$ cat src/design/lightPkg.sv
package lightPkg;

	// Channel and level sizes
	localparam int ChannelCount = 512;
	localparam int ChanWidth = 9;
	localparam int LevelWidth = 8;
	localparam int CueCount = 5;
	localparam int CueWidth = 3;

	// DMX timing in clock cycles and bit times
	localparam int BitCycles = 4;     // 200 on a 50 MHz board
	localparam int BreakBits = 22;
	localparam int MabBits = 2;
	localparam int StopBits = 2;
	localparam logic [LevelWidth-1:0] StartCode = 8'h00;

	// APB register map
	localparam int ApbAddrWidth = 8;
	localparam logic [ApbAddrWidth-1:0] AddrChannel = 8'h00;
	localparam logic [ApbAddrWidth-1:0] AddrLevel = 8'h04;
	localparam logic [ApbAddrWidth-1:0] AddrCue = 8'h08;
	localparam logic [ApbAddrWidth-1:0] AddrSend = 8'h0C;
	localparam logic [ApbAddrWidth-1:0] AddrStatus = 8'h10;
	localparam int CueRecallBit = 8;  // 1 recall, 0 store

	typedef logic [ChanWidth-1:0] chanT;
	typedef logic [LevelWidth-1:0] levelT;
	typedef logic [CueWidth-1:0] cueT;

endpackage

$ cat src/design/consoleRegs.sv
`timescale 1ns/1ps

module consoleRegs import lightPkg::*; (
	input  logic                    clk,
	input  logic                    rst,
	input  logic                    psel,
	input  logic                    penable,
	input  logic                    pwrite,
	input  logic [ApbAddrWidth-1:0] paddr,
	input  logic [31:0]             pwdata,
	output logic [31:0]             prdata,
	output logic                    pready,
	output logic                    pslverr,
	// Level access
	output logic                    conReq,
	output logic                    conWrite,
	output chanT                    conChan,
	output levelT                   conLevel,
	input  logic                    conGnt,
	input  levelT                   rdLevel,
	// Commands
	output logic                    cueStart,
	output logic                    cueRecall,
	output cueT                     cueSel,
	input  logic                    cueBusy,
	input  logic [CueCount-1:0]     cueValid,
	output logic                    sendStart,
	input  logic                    txBusy,
	input  logic                    clearing
);

	chanT chanReg;
	logic granted;    // read data lands this cycle
	logic access;
	logic cueBad;

	assign access = psel && penable;
	assign conWrite = pwrite;
	assign conChan = chanReg;
	assign conLevel = pwdata[LevelWidth-1:0];
	assign cueRecall = pwdata[CueRecallBit];
	assign cueSel = pwdata[CueWidth-1:0];
	assign cueBad = pwdata[CueRecallBit-1:0] >= CueCount;

	always_comb
	begin
		pready = 1'b0;
		pslverr = 1'b0;
		prdata = '0;
		conReq = 1'b0;
		cueStart = 1'b0;
		sendStart = 1'b0;
		if (access)
		begin
			case (paddr)
				AddrChannel:
				begin
					pready = 1'b1;
					prdata = 32'(chanReg);
				end
				AddrLevel:
				begin
					conReq = !granted;
					pready = pwrite ? conGnt : granted;
					prdata = 32'(rdLevel);
				end
				AddrCue:
					if (!pwrite)
						pready = 1'b1;
					else if (!clearing && (cueBad || !cueBusy))
					begin
						pready = 1'b1;
						pslverr = cueBad;
						cueStart = !cueBad;
					end
				AddrSend:
					if (!pwrite)
						pready = 1'b1;
					else if (!clearing && !txBusy)
					begin
						pready = 1'b1;
						sendStart = 1'b1;
					end
				AddrStatus:
				begin
					pready = 1'b1;
					pslverr = pwrite;
					prdata = {21'b0, clearing, txBusy, cueBusy, 3'b0, cueValid};
				end
				default:
				begin
					pready = 1'b1;
					pslverr = 1'b1;
				end
			endcase
		end
	end

	always_ff @(posedge clk or negedge rst)
	begin
		if (!rst)
		begin
			chanReg <= '0;
			granted <= 1'b0;
		end
		else
		begin
			granted <= conGnt && !pwrite;
			if (access && pwrite && paddr == AddrChannel)
				chanReg <= pwdata[ChanWidth-1:0];
		end
	end

	// Host keeps a stalled transfer unchanged
	hostHolds: assert property (@(posedge clk) disable iff (!rst)
		access && !pready |=> access && $stable(paddr) && $stable(pwrite) && $stable(pwdata));

endmodule

$ cat config.mk
export PLATFORM = sky130hd
export DESIGN_NAME = consoleRegs
export DESIGN_NICKNAME = d
export VERILOG_FILES = /design/src/design/lightPkg.sv /design/src/design/consoleRegs.sv
export SDC_FILE = /design/constraint.sdc
export NUM_CORES = 1
export LEC_CHECK = 0
export BUFFER_PORTS_ARGS = -buffer_cell sky130_fd_sc_hd__buf_2
export CAP_MARGIN = 10
export CORE_MARGIN = 2
export CORE_UTILIZATION = 36
export DETAILED_ROUTE_END_ITERATION = 10
export HOLD_SLACK_MARGIN = 0.1
export PLACE_DENSITY = 0.87
export SETUP_SLACK_MARGIN = 0.15
export SKIP_LAST_GASP = 1
export SLEW_MARGIN = 40
export SYNTH_ARGS = -nofsm -noshare
export SYNTH_HDL_FRONTEND = slang
export SYNTH_SLANG_ARGS = --single-unit
$ cat constraint.sdc
create_clock -name clk -period 3.2 [get_ports clk]
set_input_delay 0.32 -clock clk [delete_from_list [all_inputs] [get_ports clk]]
set_output_delay 0.32 -clock clk [all_outputs]
set_load 0.005 [all_outputs]
==> results_dict.tcl <==
set metrics [dict create \
    outcome "finished, final reports clean" \
    synthesis.instances 124 \
    yosys_register_bits 10 \
    end_point_of_the_most_critical_hold_path "conChan[8]" \
    antenna_violating_nets_post_route 0 \
    powerDensity_mw_per_mm2 228.1 \
    reg2regPathDepth 1 \
    vias_per_cell 4.690 \
    pwr-share-clk 0.276 \
    route.detailed.wl_per_inst_microns 12.25 \
    placement.io_buffers 76 \
    final_layout_size_suffix_gt1_frac 0.5027 \
    rsz0062_at_grt "no" \
    yosys-top-cells-area "buf_4 (24%), dfrtp_1 (24%), mux2_2 (9.6%)" \
    p_switching_uw 85.23 \
    floorplan.core_area_sq_mm 0.002781 \
    antennaDiodeCount 0 \
    latest_clock_arrival_within_the_worst_skew_pair_ps 250 \
    floorplan.initialDensity 0.3792 \
    drv.max_cap_violation_count 0 \
    layout.cells.most_common_list "buf_2 (76), conb_1 (21), nor2_1 (13)" \
    leakage_uw 0.0007753 \
    crit_required_ps 2880 \
    combinationalPowerShare 0.283 \
    synthDominantCellAreaShare 0.2420 \
    die_area_sq_mm 0.003379 \
    hold_path.class "in -> reg" \
    layout_commonest_cell "buf_2" \
    drc 0 \
    clk_pin_slew_ps 60 \
    ys_warn_count 0 \
    fin_crit_ps 2290 \
    crit-reg2reg-launch "conChan[5]" \
    routed_wl_mm 2.647 \
    ir_worst_vdd_uv 136.8 \
    post-route-worst-setup-slack_ps 910.4 \
    finish.net_count 249 \
    timing.critical_path.arrival_ps 1970 \
    yosys.cell_types.count 26 \
    power.internal_uw 211.2 \
    first_pass_grt_wire_length_mm 4.333 \
    detailroute.via_count 1013 \
    numCtsBuffers 3 \
    synth_top_cell_by_area "buf_4" \
    clock-sinks 10 \
    groute.usage.overall 0.1647 \
    share_of_total_power_consumed_by_net_switching 0.2875 \
    cts.path.max_buffers 2 \
    worst_setup_path_end_kind "output pin" \
    worstPathMaxFanout 11 \
    critPathLaunchType "input port" \
    fin_setup_tns_ps 0 \
    finalCritPeriodShare 0.7155 \
    dp_hpwl_mm 2.114 \
    post_synth.cell_area_avg_sq_um 8.506 \
    fmaxAchievable_ghz 0.4368 \
    largest_net_degree_at_the_start_of_global_routing 19 \
    area_delta_synth_final_pct 23.25 \
    antenna_found_initial 0 \
    overflow 0 \
    fp.dieW_microns 58.13 \
    hold_depth 2 \
    drv_slew 0 \
    ctsRootBufferMaster "clkbuf_4" \
    design.portCount 121 \
    globalplace.congestion 0.8223 \
    preCtsSetupSlack_ps 897.1 \
    drt-pass1-iter-count 4 \
    timing.setup.critical_path_class "in -> out" \
    rr_endpoint "conChan[5]" \
    setup.reg_to_reg.worst_slack_ps 2410 \
    drt_iter0_drc 7 \
    cts_tree "built" \
    p_seq_frac 0.441 \
    placementRows 19 \
    synth_sequential_area_ratio 0.2372 \
    report.final.hold_viol_count 0 \
    hold_start "pwdata[8]" \
    number_of_setup_buffers_added_after_cts 0 \
    finalClockSkew_ps 0 \
    synthesis.area_sq_mm 0.001055 \
    finalSetupViolations 0 \
    design_power_total_uw 296.5 \
    vias_in_the_first_global_route 971 \
    die_height_microns 58.13 \
    htreeDepth 1 \
]
## critical path, cell delays in order
cell	delay [ps]
buf_2	90
or4_4	540
or4_4	610
nor2_1	140
and3_1	150
buf_2	100
## cell families (layout without fill, tap and decap cells)
kind of cell,Yosys count,after routing,share of synthesized area
AO/OA/AOI/OAI,13,13,0.07355
multiplexers,19,19,0.1910
AND/OR/NAND/NOR,40,40,0.2206
other,1,21,0.003555
flip-flops,10,10,0.2372
buffers and inverters,41,82,0.2740
## registers in the layout (all words and copies together) (netlist names)
name / flops
conChan: 9
granted: 1
## worst max-delay path by stage
| stage | end | startpoint | slack [ps] |
|---|---|---|---|
| CTS | prdata[10] | paddr[1] | 900 |
| floorplan | conReq | paddr[1] | 1180 |
| global route | prdata[8] | paddr[1] | 840 |
| global placement | prdata[10] | paddr[1] | 910 |
| finish | prdata[10] | paddr[1] | 910 |
| detailed placement | prdata[10] | paddr[1] | 900 |
## power groups by stage
stage / sequential [uW] / clock (uW) / combinational [uW]
2_1_floorplan: 133 / 0 / 66.9
3_3_place_gp: 133 / 0 / 81.9
3_5_place_dp: 133 / 0 / 83.4
4_1_cts: 131 / 84.7 / 84.6
5_1_grt: 131 / 89.8 / 96.2
6_report: 131 / 81.8 / 83.9
## routing by layer
layer / GRT usage / up-vias / wire length (microns)
met5: 0 / - / 0
met4: 0.05980 / 0 / 32
met2: 0.2906 / 65 / 1307
met1: 0.2022 / 448 / 1086
li1: - / 496 / -
met3: 0.02455 / 4 / 221
## layout make-up
type / instances / area (sq um)
fill: 283 / 1481
multi-input combinational: 93 / 590.6
timing repair buffer: 77 / 390.4
sequential: 10 / 250.2
tap: 31 / 38.79
clock buffer: 3 / 22.52
inverter: 2 / 7.507
## Yosys cell counts
master and instances:
buf_6 1, o21ai_0 2, o31a_1 1, nor2b_1 3, nor3_1 7, dfrtp_1 10, nor3b_1 2, a21oi_1 6
mux2_2 9, nand3_1 1, a31oi_1 2, mux2i_1 10, clkbuf_1 3, and3_1 4, or4_4 2, buf_1 1
inv_1 2, buf_4 34, nor2_1 13, nor3_2 1, conb_1 1, o311a_1 1, nor4b_4 1, nand2_1 5
nand3_2 1, o22ai_1 1
## per-stage QoR
stage | instances | area, sq um | utilization | hold WS (ps)
after global routing | 216 | 1300 | 0.4674 | 310.5
final | 216 | 1300 | 0.4674 | 310.4
after global placement | 212 | 1267 | 0.4557 | 185.1
after detailed placement | 212 | 1267 | 0.4557 | 194.9
after floorplan | 144 | 1130 | - | 24.41
after CTS | 216 | 1300 | 0.4674 | 307.4
## repair_timing
| item | in CTS | in global routing |
|---|---|---|
| hold buffers | 1 | 0 |
| gates resized for setup | 0 | 0 |
| hold endpoints to repair | 10 | 0 |
No activity file was read; power rests on OpenSTA's default activity.
