--- config.mk ---
export PLATFORM = sky130hd
export DESIGN_NAME = dmxTransmitter
export DESIGN_NICKNAME = d
export VERILOG_FILES = /design/src/design/lightPkg.sv /design/src/design/dmxTransmitter.sv
export SDC_FILE = /design/constraint.sdc
export NUM_CORES = 1
export LEC_CHECK = 0
export ABC_AREA = 0
export ABC_CLOCK_PERIOD_IN_PS = 3800
export BUFFER_PORTS_ARGS = -buffer_cell sky130_fd_sc_hd__buf_2
export CAP_MARGIN = 20
export CORE_UTILIZATION = 30
export DETAILED_ROUTE_END_ITERATION = 10
export PLACE_DENSITY_LB_ADDON = 0.15
export SETUP_SLACK_MARGIN = 0.2
export SLEW_MARGIN = 20
export SYNTH_ARGS = -nofsm -noshare
export SYNTH_HDL_FRONTEND = slang
export SYNTH_SLANG_ARGS = --single-unit
--- constraint.sdc ---
create_clock -name clk -period 3.8 [get_ports clk]
set_clock_uncertainty 0.15 [all_clocks]
set_input_delay 0.76 -clock clk [delete_from_list [all_inputs] [get_ports clk]]
set_output_delay 0.76 -clock clk [all_outputs]
set_load 0.1 [all_outputs]
--- src/design/lightPkg.sv ---
package lightPkg;

	// Channel and level sizes
	localparam int ChannelCount = 512;
	localparam int ChanWidth = 9;
	localparam int LevelWidth = 8;
	localparam int CueCount = 5;
	localparam int CueWidth = 3;

	// DMX timing in clock cycles and bit times
	localparam int BitCycles = 4;     // 200 on a 50 MHz board
	localparam int BreakBits = 22;
	localparam int MabBits = 2;
	localparam int StopBits = 2;
	localparam logic [LevelWidth-1:0] StartCode = 8'h00;

	// APB register map
	localparam int ApbAddrWidth = 8;
	localparam logic [ApbAddrWidth-1:0] AddrChannel = 8'h00;
	localparam logic [ApbAddrWidth-1:0] AddrLevel = 8'h04;
	localparam logic [ApbAddrWidth-1:0] AddrCue = 8'h08;
	localparam logic [ApbAddrWidth-1:0] AddrSend = 8'h0C;
	localparam logic [ApbAddrWidth-1:0] AddrStatus = 8'h10;
	localparam int CueRecallBit = 8;  // 1 recall, 0 store

	typedef logic [ChanWidth-1:0] chanT;
	typedef logic [LevelWidth-1:0] levelT;
	typedef logic [CueWidth-1:0] cueT;

endpackage

--- src/design/dmxTransmitter.sv ---
`timescale 1ns/1ps

module dmxTransmitter import lightPkg::*; (
	input  logic  clk,
	input  logic  rst,
	input  logic  sendStart,
	output logic  txBusy,
	output logic  dmxOut,
	output logic  memReq,
	output chanT  memChan,
	input  logic  memGnt,
	input  levelT rdLevel
);

	typedef enum logic [2:0] {Idle, Break, Mab, StartSlot, ChanSlot} txStateT;

	txStateT state;
	logic [$clog2(BitCycles)-1:0] bitCnt;
	logic [4:0] bitIdx;    // bit time within phase or slot
	chanT  slotChan;       // channel now on the line
	chanT  nextChan;
	logic  rdValid;
	levelT nextLevel;
	levelT shiftReg;
	logic  tick, inSlot, slotEnd, lastSlot;

	assign tick = bitCnt == BitCycles - 1;
	assign inSlot = state == StartSlot || state == ChanSlot;
	assign slotEnd = inSlot && tick && bitIdx == LevelWidth + StopBits;
	assign lastSlot = state == ChanSlot && slotChan == chanT'(ChannelCount - 1);
	assign nextChan = (state == StartSlot) ? '0 : slotChan + 1'b1;

	always_ff @(posedge clk or negedge rst)
	begin
		if (!rst)
		begin
			state <= Idle;
			txBusy <= 1'b0;
			bitCnt <= '0;
			bitIdx <= '0;
			slotChan <= '0;
			memReq <= 1'b0;
			memChan <= '0;
			rdValid <= 1'b0;
		end
		else
		begin
			rdValid <= memGnt;
			if (memGnt)
				memReq <= 1'b0;
			if (state == Idle || tick)
				bitCnt <= '0;
			else
				bitCnt <= bitCnt + 1'b1;
			case (state)
				Idle:
					if (sendStart)
					begin
						state <= Break;
						txBusy <= 1'b1;
						bitIdx <= '0;
					end
				Break:
					if (tick)
					begin
						if (bitIdx == BreakBits - 1)
						begin
							state <= Mab;
							bitIdx <= '0;
						end
						else
							bitIdx <= bitIdx + 1'b1;
					end
				Mab:
					if (tick)
					begin
						if (bitIdx == MabBits - 1)
						begin
							state <= StartSlot;
							bitIdx <= '0;
							memReq <= 1'b1;   // channel 0 during start code
							memChan <= '0;
						end
						else
							bitIdx <= bitIdx + 1'b1;
					end
				default:
					if (slotEnd)
					begin
						bitIdx <= '0;
						if (lastSlot)
						begin
							state <= Idle;
							txBusy <= 1'b0;
						end
						else
						begin
							state <= ChanSlot;
							slotChan <= nextChan;
							if (nextChan != chanT'(ChannelCount - 1))
							begin
								memReq <= 1'b1;
								memChan <= nextChan + 1'b1;
							end
						end
					end
					else if (tick)
						bitIdx <= bitIdx + 1'b1;
			endcase
		end
	end

	always_ff @(posedge clk)
	begin
		if (rdValid)
			nextLevel <= rdLevel;
		if (state == Mab && tick && bitIdx == MabBits - 1)
			shiftReg <= StartCode;
		else if (slotEnd)
			shiftReg <= nextLevel;
		else if (inSlot && tick && bitIdx != 0 && bitIdx <= LevelWidth)
			shiftReg <= shiftReg >> 1;   // LSB first
	end

	always_comb
	begin
		case (state)
			Break: dmxOut = 1'b0;
			StartSlot, ChanSlot:
				if (bitIdx == 0)
					dmxOut = 1'b0;          // start bit
				else if (bitIdx <= LevelWidth)
					dmxOut = shiftReg[0];
				else
					dmxOut = 1'b1;          // stop bits
			default: dmxOut = 1'b1;
		endcase
	end

	// Next level fetched and latched before the slot boundary
	levelInTime: assert property (@(posedge clk) disable iff (!rst)
		slotEnd |-> !memReq && !rdValid);

endmodule

==> results of run 1 <==
[logic make-up after synthesis]
group                      after synthesis
muxes                                   14
DFF                                     47
adders and majority gates               10
buffers and inverters                   24
AOI/OAI and AO/OA                       59
xor gates and xnor gates                11
and+or+nand+nor                         93
[sequential cells by signal, indices dropped and copies added (netlist names)]
register   flops
memChan        9
slotChan       9
nextLevel      8
shiftReg       8
bitIdx         5
state          3
bitCnt         2
memReq         1
rdValid        1
txBusy         1
[final cells by class]
type | count | share of cell area [%]
Multi-Input combinational cell | 187 | 44.8
Clock buffer | 5 | 2.38
Tap cell | 105 | 4.54
Inverter | 10 | 1.30
Clock inverter | 3 | 1.47
Sequential cell | 47 | 40.7
Timing Repair Buffer | 26 | 4.76
[metrics by stage]
| stage | cells | hold WS (ns) | setup WS, ns |
|---|---|---|---|
| final | 383 | 0.294 | 0.575 |
| after global routing | 383 | 0.333 | 0.268 |
| after CTS | 383 | 0.305 | 0.463 |
| after detailed placement | 375 | 0.291 | 0.507 |
| after global placement | 375 | 0.276 | 0.666 |
| after floorplan | 258 | 0.265 | 0.399 |
[Yosys cell counts, drive strengths merged, types with 3 or more instances]
cell / instances
ha: 9
or3b: 3
buf: 8
nor3b: 5
inv: 10
nor3: 8
o21a: 3
and2: 4
mux2: 5
xnor2: 5
nand3: 8
o21ai: 13
clkbuf: 6
a21oi: 9
xor2: 6
mux2i: 9
nor4: 3
nand4: 3
o211ai: 3
edfxtp: 8
nor2: 21
nand2b: 3
dfrtp: 31
a211oi: 8
nand2: 23
a22o: 7
dfxtp: 8
[metal layers]
layer / vias to the layer above / GRT usage (%)
li1: 977 / -
met1: 890 / 19.6
met2: 51 / 19.8
met3: 8 / 2.66
met4: 0 / 4.55
met5: - / 0
[power groups by stage]
stage	logic, uW	clock network (uW)	registers [uW]
global placement	13.0	0	530
detailed placement	13.3	0	530
global route	14.8	416	520
CTS	13.4	398	519
floorplan	0.271	0	529
finish	12.5	384	519
[critical path: stages, from the launching register on]
cell     delay (ns)
dfrtp_1        0.55
and3b_1        0.33
nor2_1         0.19
ha_1           0.23
nand2_1        0.06
nor4_1         0.34
nand2_1        0.13
nor3_1         0.20
ha_1           0.29
nor2_1         0.08
a21oi_1        0.24
or2_4          0.22
a22o_1         0.15
[timing repair]
item	CTS	global route
setup endpoints to repair	0	7
gates resized for setup	0	2
setup buffers	0	0
[how the worst max path moves through the flow]
stage                    from         end
floorplan           bitIdx[0]      dmxOut
global placement     state[1]  memChan[2]
detailed placement   state[2]  memChan[5]
CTS                  state[2]  memChan[5]
global route         state[1]  memChan[2]
finish               state[1]  memChan[2]
==> impl_metrics.tcl, run 1 <==
set metrics [dict create \
    synthMuxAreaShare_pct 5.66 \
    cts_sinks 47 \
    synthAdderAreaFrac_pct 4.74 \
    power_frac_clock_pct 42.0 \
    yosys_warnings 0 \
    vias_per_cell 5.03 \
    avgSynthCellArea_um2 10.0 \
    postPlaceCellArea_um2 2780 \
    drc 0 \
    max-vdd-ir-drop_mv 0.168 \
    synth_cells 258 \
    layout_common_cells "dfrtp_1 (30), buf_2 (23), nand2_1 (22), nor2_1 (20), o21ai_0 (12)" \
    total_power_uw 915 \
    synth-seq-area-share_pct 45.5 \
    die_area_um2 9000 \
    numCtsBuffers 5 \
    status "finished clean" \
    antennaDiodeCount 0 \
    regArea_um2 1180 \
    yosys.area_share.simple_pct 19.6 \
    synth_top_family_by_area "simple AND/OR/NAND/NOR gates" \
    firstDrtPassIters 4 \
    gp_congestion 0.800 \
    crit-reg2reg-capture "memChan[2]" \
    antenna_found_initial 0 \
    h-tree-depth 2 \
    worst_slew_pin_slew_ns 0.744 \
    clk_latency_ns 0.31 \
    die_h_um 94.9 \
    drive_above_1_share_pct 18.3 \
    grt_pass1_wl_um 9200 \
    worstSetupPathType "register to register" \
    grt_max_degree 32 \
    seqPwrFrac_pct 56.7 \
    wl_met2_um 2350 \
    relSlewSlack_pct 50.4 \
    fillCellCount 838 \
    num_rows 33 \
    routed_wl_um 5540 \
    hold_viol_final 0 \
    cts-root-buf "clkbuf_8" \
    crit_fanout 15 \
    rsz0062_at_grt "no" \
    synth-xor-area-share_pct 3.73 \
    crit_required_ns 3.90 \
    grt_pass1_vias 1819 \
    vias 1926 \
    min_path_type "register to register" \
    final_area_um2 2890 \
    p_leak_uw 0.00126 \
    max_freq_ghz 0.310 \
    period_minus_slack_ns 3.23 \
    hold_path_depth 1 \
    multi_input_area_um2 1300 \
    finalSetupViolCount 0 \
    yosys_most_used_dff "dfrtp_1" \
    slew_violations 0 \
    overflow 0 \
    synth_top_area_cell "dfrtp_1" \
    cp.arrival_ns 3.32 \
    drtIter0Drc 162 \
    comb_power_share_pct 1.4 \
    synth_top_area_share_pct 30.0 \
    r2r-start "state[1]" \
    power.density_nw_per_um2 317 \
    nets 298 \
    io_pins 24 \
    die_w_um 94.9 \
    start_util_pct 31.2 \
    switchingPower_uw 198 \
    synth-seq-cells 47 \
    top_layer "met4" \
    clk_pin_slew_ns 0.10 \
    maxCapViolations 0 \
    io_buffers 23 \
    synthArstFlopShare_pct 66.0 \
    dp_hpwl_um 3920 \
    ant_nets 0 \
    area_growth_pct 11.8 \
    min_to "bitCnt[0]" \
    synth_edf_count 8 \
    core_um2 8300 \
    swShare_pct 21.7 \
    final_core_util_pct 34.8 \
    cts_hold_buf 0 \
    reg2regPathDepth 12 \
    clockBufferDepth 2 \
    netlist_area_um2 2590 \
    netlist_top_cells_area "dfrtp_1 (30%), edfxtp_1 (9.3%), dfxtp_1 (6.2%), ha_1 (4.4%), mux2i_1 (3.5%)" \
    endpoint_kind "register" \
    tns_ns 0 \
    finalCritPeriodShare_pct 84.9 \
    p_int_uw 717 \
    cts_tree "built" \
    synth_compound_area_share_pct 16.3 \
    route.met3.wl_um 260 \
    wl_per_cell_um 14.5 \
    startpoint_type "register" \
    r2r_slack_ns 0.57 \
    min_from "bitCnt[0]" \
    grtUsageTotal_pct 13.5 \
    syn_nets 279 \
    wl_met1_um 2850 \
    layout_commonest_cell "dfrtp_1" \
    ys_types 59 \
]
Note: power is estimated with default switching activity, not from simulation.
==> run 2, diff against run 1 <==
ABC_CLOCK_PERIOD_IN_PS = 2950   (was 3800)
clock period = 2.95 ns   (was 3.8 ns; I/O delays follow)
==> run 2 against run 1 <==
- cell area is 8.0% higher
- clock power rose by 32%
- cell count is 4.4% higher
- register-to-register slack worse by 0.23 ns
- die area is the same
- critical endpoint is now dmxOut
==> impl_metrics.tcl, run 2 (same netlist as run 1, synthesis figures left out) <==
set metrics [dict create \
    status "finished clean" \
    worstSetupPathType "register to output pin" \
    layout_common_cells "dfrtp_1 (31), buf_2 (22), nand2_1 (20), buf_4 (20), nor2_1 (18)" \
    hold_viol_final 0 \
    drive_above_1_share_pct 28.8 \
    ant_nets 0 \
    tns_ns 0 \
    start_util_pct 31.2 \
    wl_met1_um 3000 \
    power.density_nw_per_um2 381 \
    io_pins 24 \
    overflow 0 \
    crit_end "dmxOut" \
    worst_slew_pin_slew_ns 0.735 \
    vias_per_cell 5.03 \
    dp_hpwl_um 4100 \
    startpoint_type "register" \
    r2r-start "slotChan[1]" \
    drtIter0Drc 106 \
    antenna_found_initial 0 \
    finalSetupViolCount 0 \
    cp.arrival_ns 1.92 \
    clockBufferDepth 2 \
    layout_commonest_cell "dfrtp_1" \
    vias 2010 \
    die_w_um 94.9 \
    die_area_um2 9000 \
    routed_wl_um 5940 \
    core_um2 8300 \
    regArea_um2 1180 \
    multi_input_area_um2 1390 \
    route.met3.wl_um 172 \
    period_minus_slack_ns 2.66 \
    maxCapViolations 0 \
    clk_latency_ns 0.31 \
    grt_pass1_wl_um 9750 \
    wl_per_cell_um 14.9 \
    setup_ws_ns 0.294 \
    max_freq_ghz 0.377 \
    numCtsBuffers 5 \
    relSlewSlack_pct 51.0 \
    nets 315 \
    h-tree-depth 2 \
    crit-reg2reg-capture "memChan[3]" \
    finalCritPeriodShare_pct 90.0 \
    cp-startpoint "bitIdx[0]" \
    fillCellCount 822 \
    gp_congestion 0.825 \
    max-vdd-ir-drop_mv 0.281 \
    antennaDiodeCount 0 \
    grt_max_degree 32 \
    min_path_type "input pin to asynchronous set/reset pin" \
    cts_sinks 47 \
    wl_met2_um 2680 \
    dp_slack_ns 0.0429 \
    cts-root-buf "clkbuf_8" \
    endpoint_kind "output pin" \
    p_leak_uw 0.00136 \
    area_growth_pct 20.8 \
    cts_hold_buf 0 \
    grt_pass1_vias 1933 \
    slew_violations 0 \
    crit_required_ns 2.21 \
    io_buffers 23 \
    cts_tree "built" \
    top_layer "met4" \
    num_rows 33 \
    reg_top3 "memChan: 9 flops, slotChan: 9 flops" \
    reg2regPathDepth 12 \
    grtUsageTotal_pct 14.2 \
    firstDrtPassIters 4 \
    die_h_um 94.9 \
    crit_fanout 4 \
    drc 0 \
    clk_pin_slew_ns 0.10 \
    rsz0062_at_grt "yes" \
    r2r_slack_ns 0.34 \
]
run 2: report_power, final:
part | internal [uW] | total [uW] | switching, uW
clock | 258 | 505 | 247
sequential | 665 | 669 | 3.40
combinational | 5.21 | 16.0 | 10.8
run 2: layer usage:
layer  vias to the layer above  GRT usage (%)
met3                         8           2.66
met2                        32           22.2
met1                       960           20.1
met5                         -              0
li1                       1010              -
met4                         0           3.66
run 2: final cells by class:
type | instances | share of cell area [%]
well taps | 105 | 4.21
multi-input cells | 187 | 44.5
clock buffers | 5 | 2.20
repair buffers | 43 | 8.69
inverters | 10 | 1.20
flip-flops and latches | 47 | 37.7
clock inverters | 3 | 1.52
run 2: worst min-delay path by stage:
stage / cells after the start / startpoint / end / slack (ns)
2_1_floorplan: 0 / rst / bitCnt[0] / 0.14
3_3_place_gp: 1 / bitCnt[0] / bitCnt[0] / 0.28
3_5_place_dp: 1 / bitCnt[0] / bitCnt[0] / 0.29
4_1_cts: 1 / rst / state[0] / 0.21
5_1_grt: 1 / rst / memChan[5] / 0.23
6_report: 1 / rst / txBusy / 0.18
run 2: worst max-delay path: stages, from the launching register on:
cell	delay, ns
dfrtp_1	0.43
inv_2	0.09
ha_1	0.14
nand2b_1	0.09
maj3_1	0.41
nor3_2	0.19
a21oi_2	0.06
buf_6	0.19
run 2: timing repair:
| item | in CTS | in global routing |
|---|---|---|
| gates resized for setup | 6 | 15 |
| pin swaps | 3 | 8 |
| setup endpoints to repair | 10 | 12 |
| setup buffers | 2 | 6 |
run 2: metrics by stage:
stage	total power, uW	utilization, %	hold WS, ns	instances	area, um2
detailed placement	699	34.4	0.288	384	2860
finish	1190	37.6	0.183	400	3120
global route	1230	37.6	0.233	400	3120
global placement	699	34.4	0.280	384	2860
CTS	1200	36.3	0.215	394	3010
floorplan	682	-	0.144	258	2600
==> run 3, diff against run 2 <==
CORE_MARGIN = 5   (was not set)
HOLD_SLACK_MARGIN = 0.03   (was not set)
SLEW_MARGIN = not set   (was 20)
==> run 3 against run 2 <==
- count of clock-buffer cells in the layout did not move
- sequential share of layout area is 0.61 points higher
- flip-flop and latch count stayed put
- die area grew 18%
- fmax increased by 0.28%
- sequential power about the same
- core utilization is 0.60 points lower
- register-to-register slack better by 0.02 ns
==> impl_metrics.tcl, run 3 (same netlist as run 1, synthesis figures left out) <==
set metrics [dict create \
    dp_slack_ns 0.0429 \
    grt_pass1_vias 1990 \
    routed_wl_um 5960 \
    crit_required_ns 2.21 \
    wl_per_cell_um 14.9 \
    setup_ws_ns 0.302 \
    start_util_pct 31.2 \
    antenna_found_initial 0 \
    cp.arrival_ns 1.91 \
    numCtsBuffers 5 \
    grt_max_degree 32 \
    worstSetupPathType "register to output pin" \
    drtIter0Drc 136 \
    cts-root-buf "clkbuf_8" \
    antennaDiodeCount 0 \
    slew_violations 0 \
    slowest_delay_ns 0.43 \
    cts_tree "built" \
    dp_hpwl_um 4230 \
    reg_top3 "memChan: 9 flops, slotChan: 9 flops" \
    crit_fanout 4 \
    clockBufferDepth 2 \
    hold_viol_final 0 \
    vias_per_cell 5.07 \
    r2r-start "slotChan[3]" \
    cts_sinks 47 \
    fin_hold_ws_ns 0.171 \
    grtUsageTotal_pct 12.2 \
    place_inst 384 \
    drc 0 \
    crit_family "adder cells" \
    io_buffers 23 \
    nets 314 \
    cp_cell_sequence "inv_2 -> ha_1 -> nand2b_1 -> maj3_1 -> nor3_2 -> a21oi_2 -> buf_6" \
    crit-reg2reg-capture "memChan[5]" \
    die_w_um 103 \
    io_pins 24 \
    maxCapViolations 0 \
    power.density_nw_per_um2 361 \
    gp_congestion 0.862 \
    period_minus_slack_ns 2.65 \
    p_leak_uw 0.00134 \
    core_um2 8300 \
    clk_latency_ns 0.31 \
    min_path_type "input pin to asynchronous set/reset pin" \
    grt_pass1_wl_um 10200 \
    firstDrtPassIters 4 \
    worst_slew_pin_slew_ns 0.715 \
    max-vdd-ir-drop_mv 0.179 \
    finalSetupViolCount 0 \
    reg2regPathDepth 10 \
    clk_pin_slew_ns 0.10 \
    layout_commonest_cell "dfrtp_1" \
    max_freq_ghz 0.378 \
    die_h_um 103 \
    cp_slowest_cell "dfrtp_1" \
    overflow 0 \
    tns_ns 0 \
    h-tree-depth 2 \
    startpoint_type "register" \
    status "finished clean" \
    finalCritPeriodShare_pct 89.8 \
    r2r_slack_ns 0.36 \
    endpoint_kind "output pin" \
    drive_above_1_share_pct 27.2 \
    rsz0062_at_grt "no" \
    die_area_um2 10600 \
    ant_nets 0 \
    area_growth_pct 18.8 \
    relSlewSlack_pct 52.3 \
    path_buf_inv 2 \
    vias 2021 \
    num_rows 33 \
    layout_common_cells "dfrtp_1 (31), buf_2 (22), nand2_1 (21), nor2_1 (19), buf_4 (19)" \
    fin_cells 399 \
]
run 3: how the worst max path moves through the flow:
stage                     start          to  slack [ns]  cells after the start
floorplan              state[2]  memChan[2]        0.22                     15
global placement    slotChan[1]  memChan[2]        0.13                     12
detailed placement  slotChan[1]  memChan[5]        0.04                     12
CTS                 slotChan[3]  memChan[7]        0.22                     10
global route        slotChan[0]  memChan[6]        0.19                     13
finish                bitIdx[0]      dmxOut        0.30                      7
run 3: repair_timing:
item | 4_1_cts | 5_1_grt
hold buffers | 0 | 0
setup endpoints to repair | 10 | 11
gates resized for setup | 4 | 13
setup buffers | 3 | 4
pin swaps | 2 | 8
endpoints found under the hold margin | 0 | 0
run 3: worst register-to-register path, stage by stage (launching register included):
cell and delay [ns]:
dfrtp_1 0.47, nand3_1 0.22, o21a_1 0.24, or2_2 0.31, nand2_1 0.11, nor3_2 0.05
ha_2 0.21, nor2_1 0.13, a21oi_2 0.07, or2_4 0.29, a22o_1 0.25
run 3: routing by layer:
layer	GRT usage (%)	vias up	routed length (um)
met2	18.1	40	2530
met3	2.17	7	213
met4	4.38	0	87
met1	17.9	965	3130
met5	0	-	0
li1	-	1009	-
run 3: final cells by class:
class / instances / area, um2
multi-input combinational: 187 / 1370
clock buffer: 5 / 68.8
fill: 814 / 5230
timing repair buffer: 42 / 264
clock inverter: 3 / 22.5
tap: 105 / 131
inverter: 10 / 37.5
sequential: 47 / 1180
run 3: stage by stage:
stage | area (um2) | util, % | power, uW
detailed placement | 2860 | 34.4 | 699
global route | 3070 | 37.0 | 1150
finish | 3070 | 37.0 | 1110
CTS | 2980 | 35.9 | 1130
floorplan | 2600 | - | 682
global placement | 2860 | 34.4 | 699
run 3: power by group:
part / leakage (uW) / internal, uW / switching, uW
clock network: 0.0000489 / 172 / 253
logic: 0.000746 / 5.21 / 10.5
registers: 0.000543 / 665 / 3.36
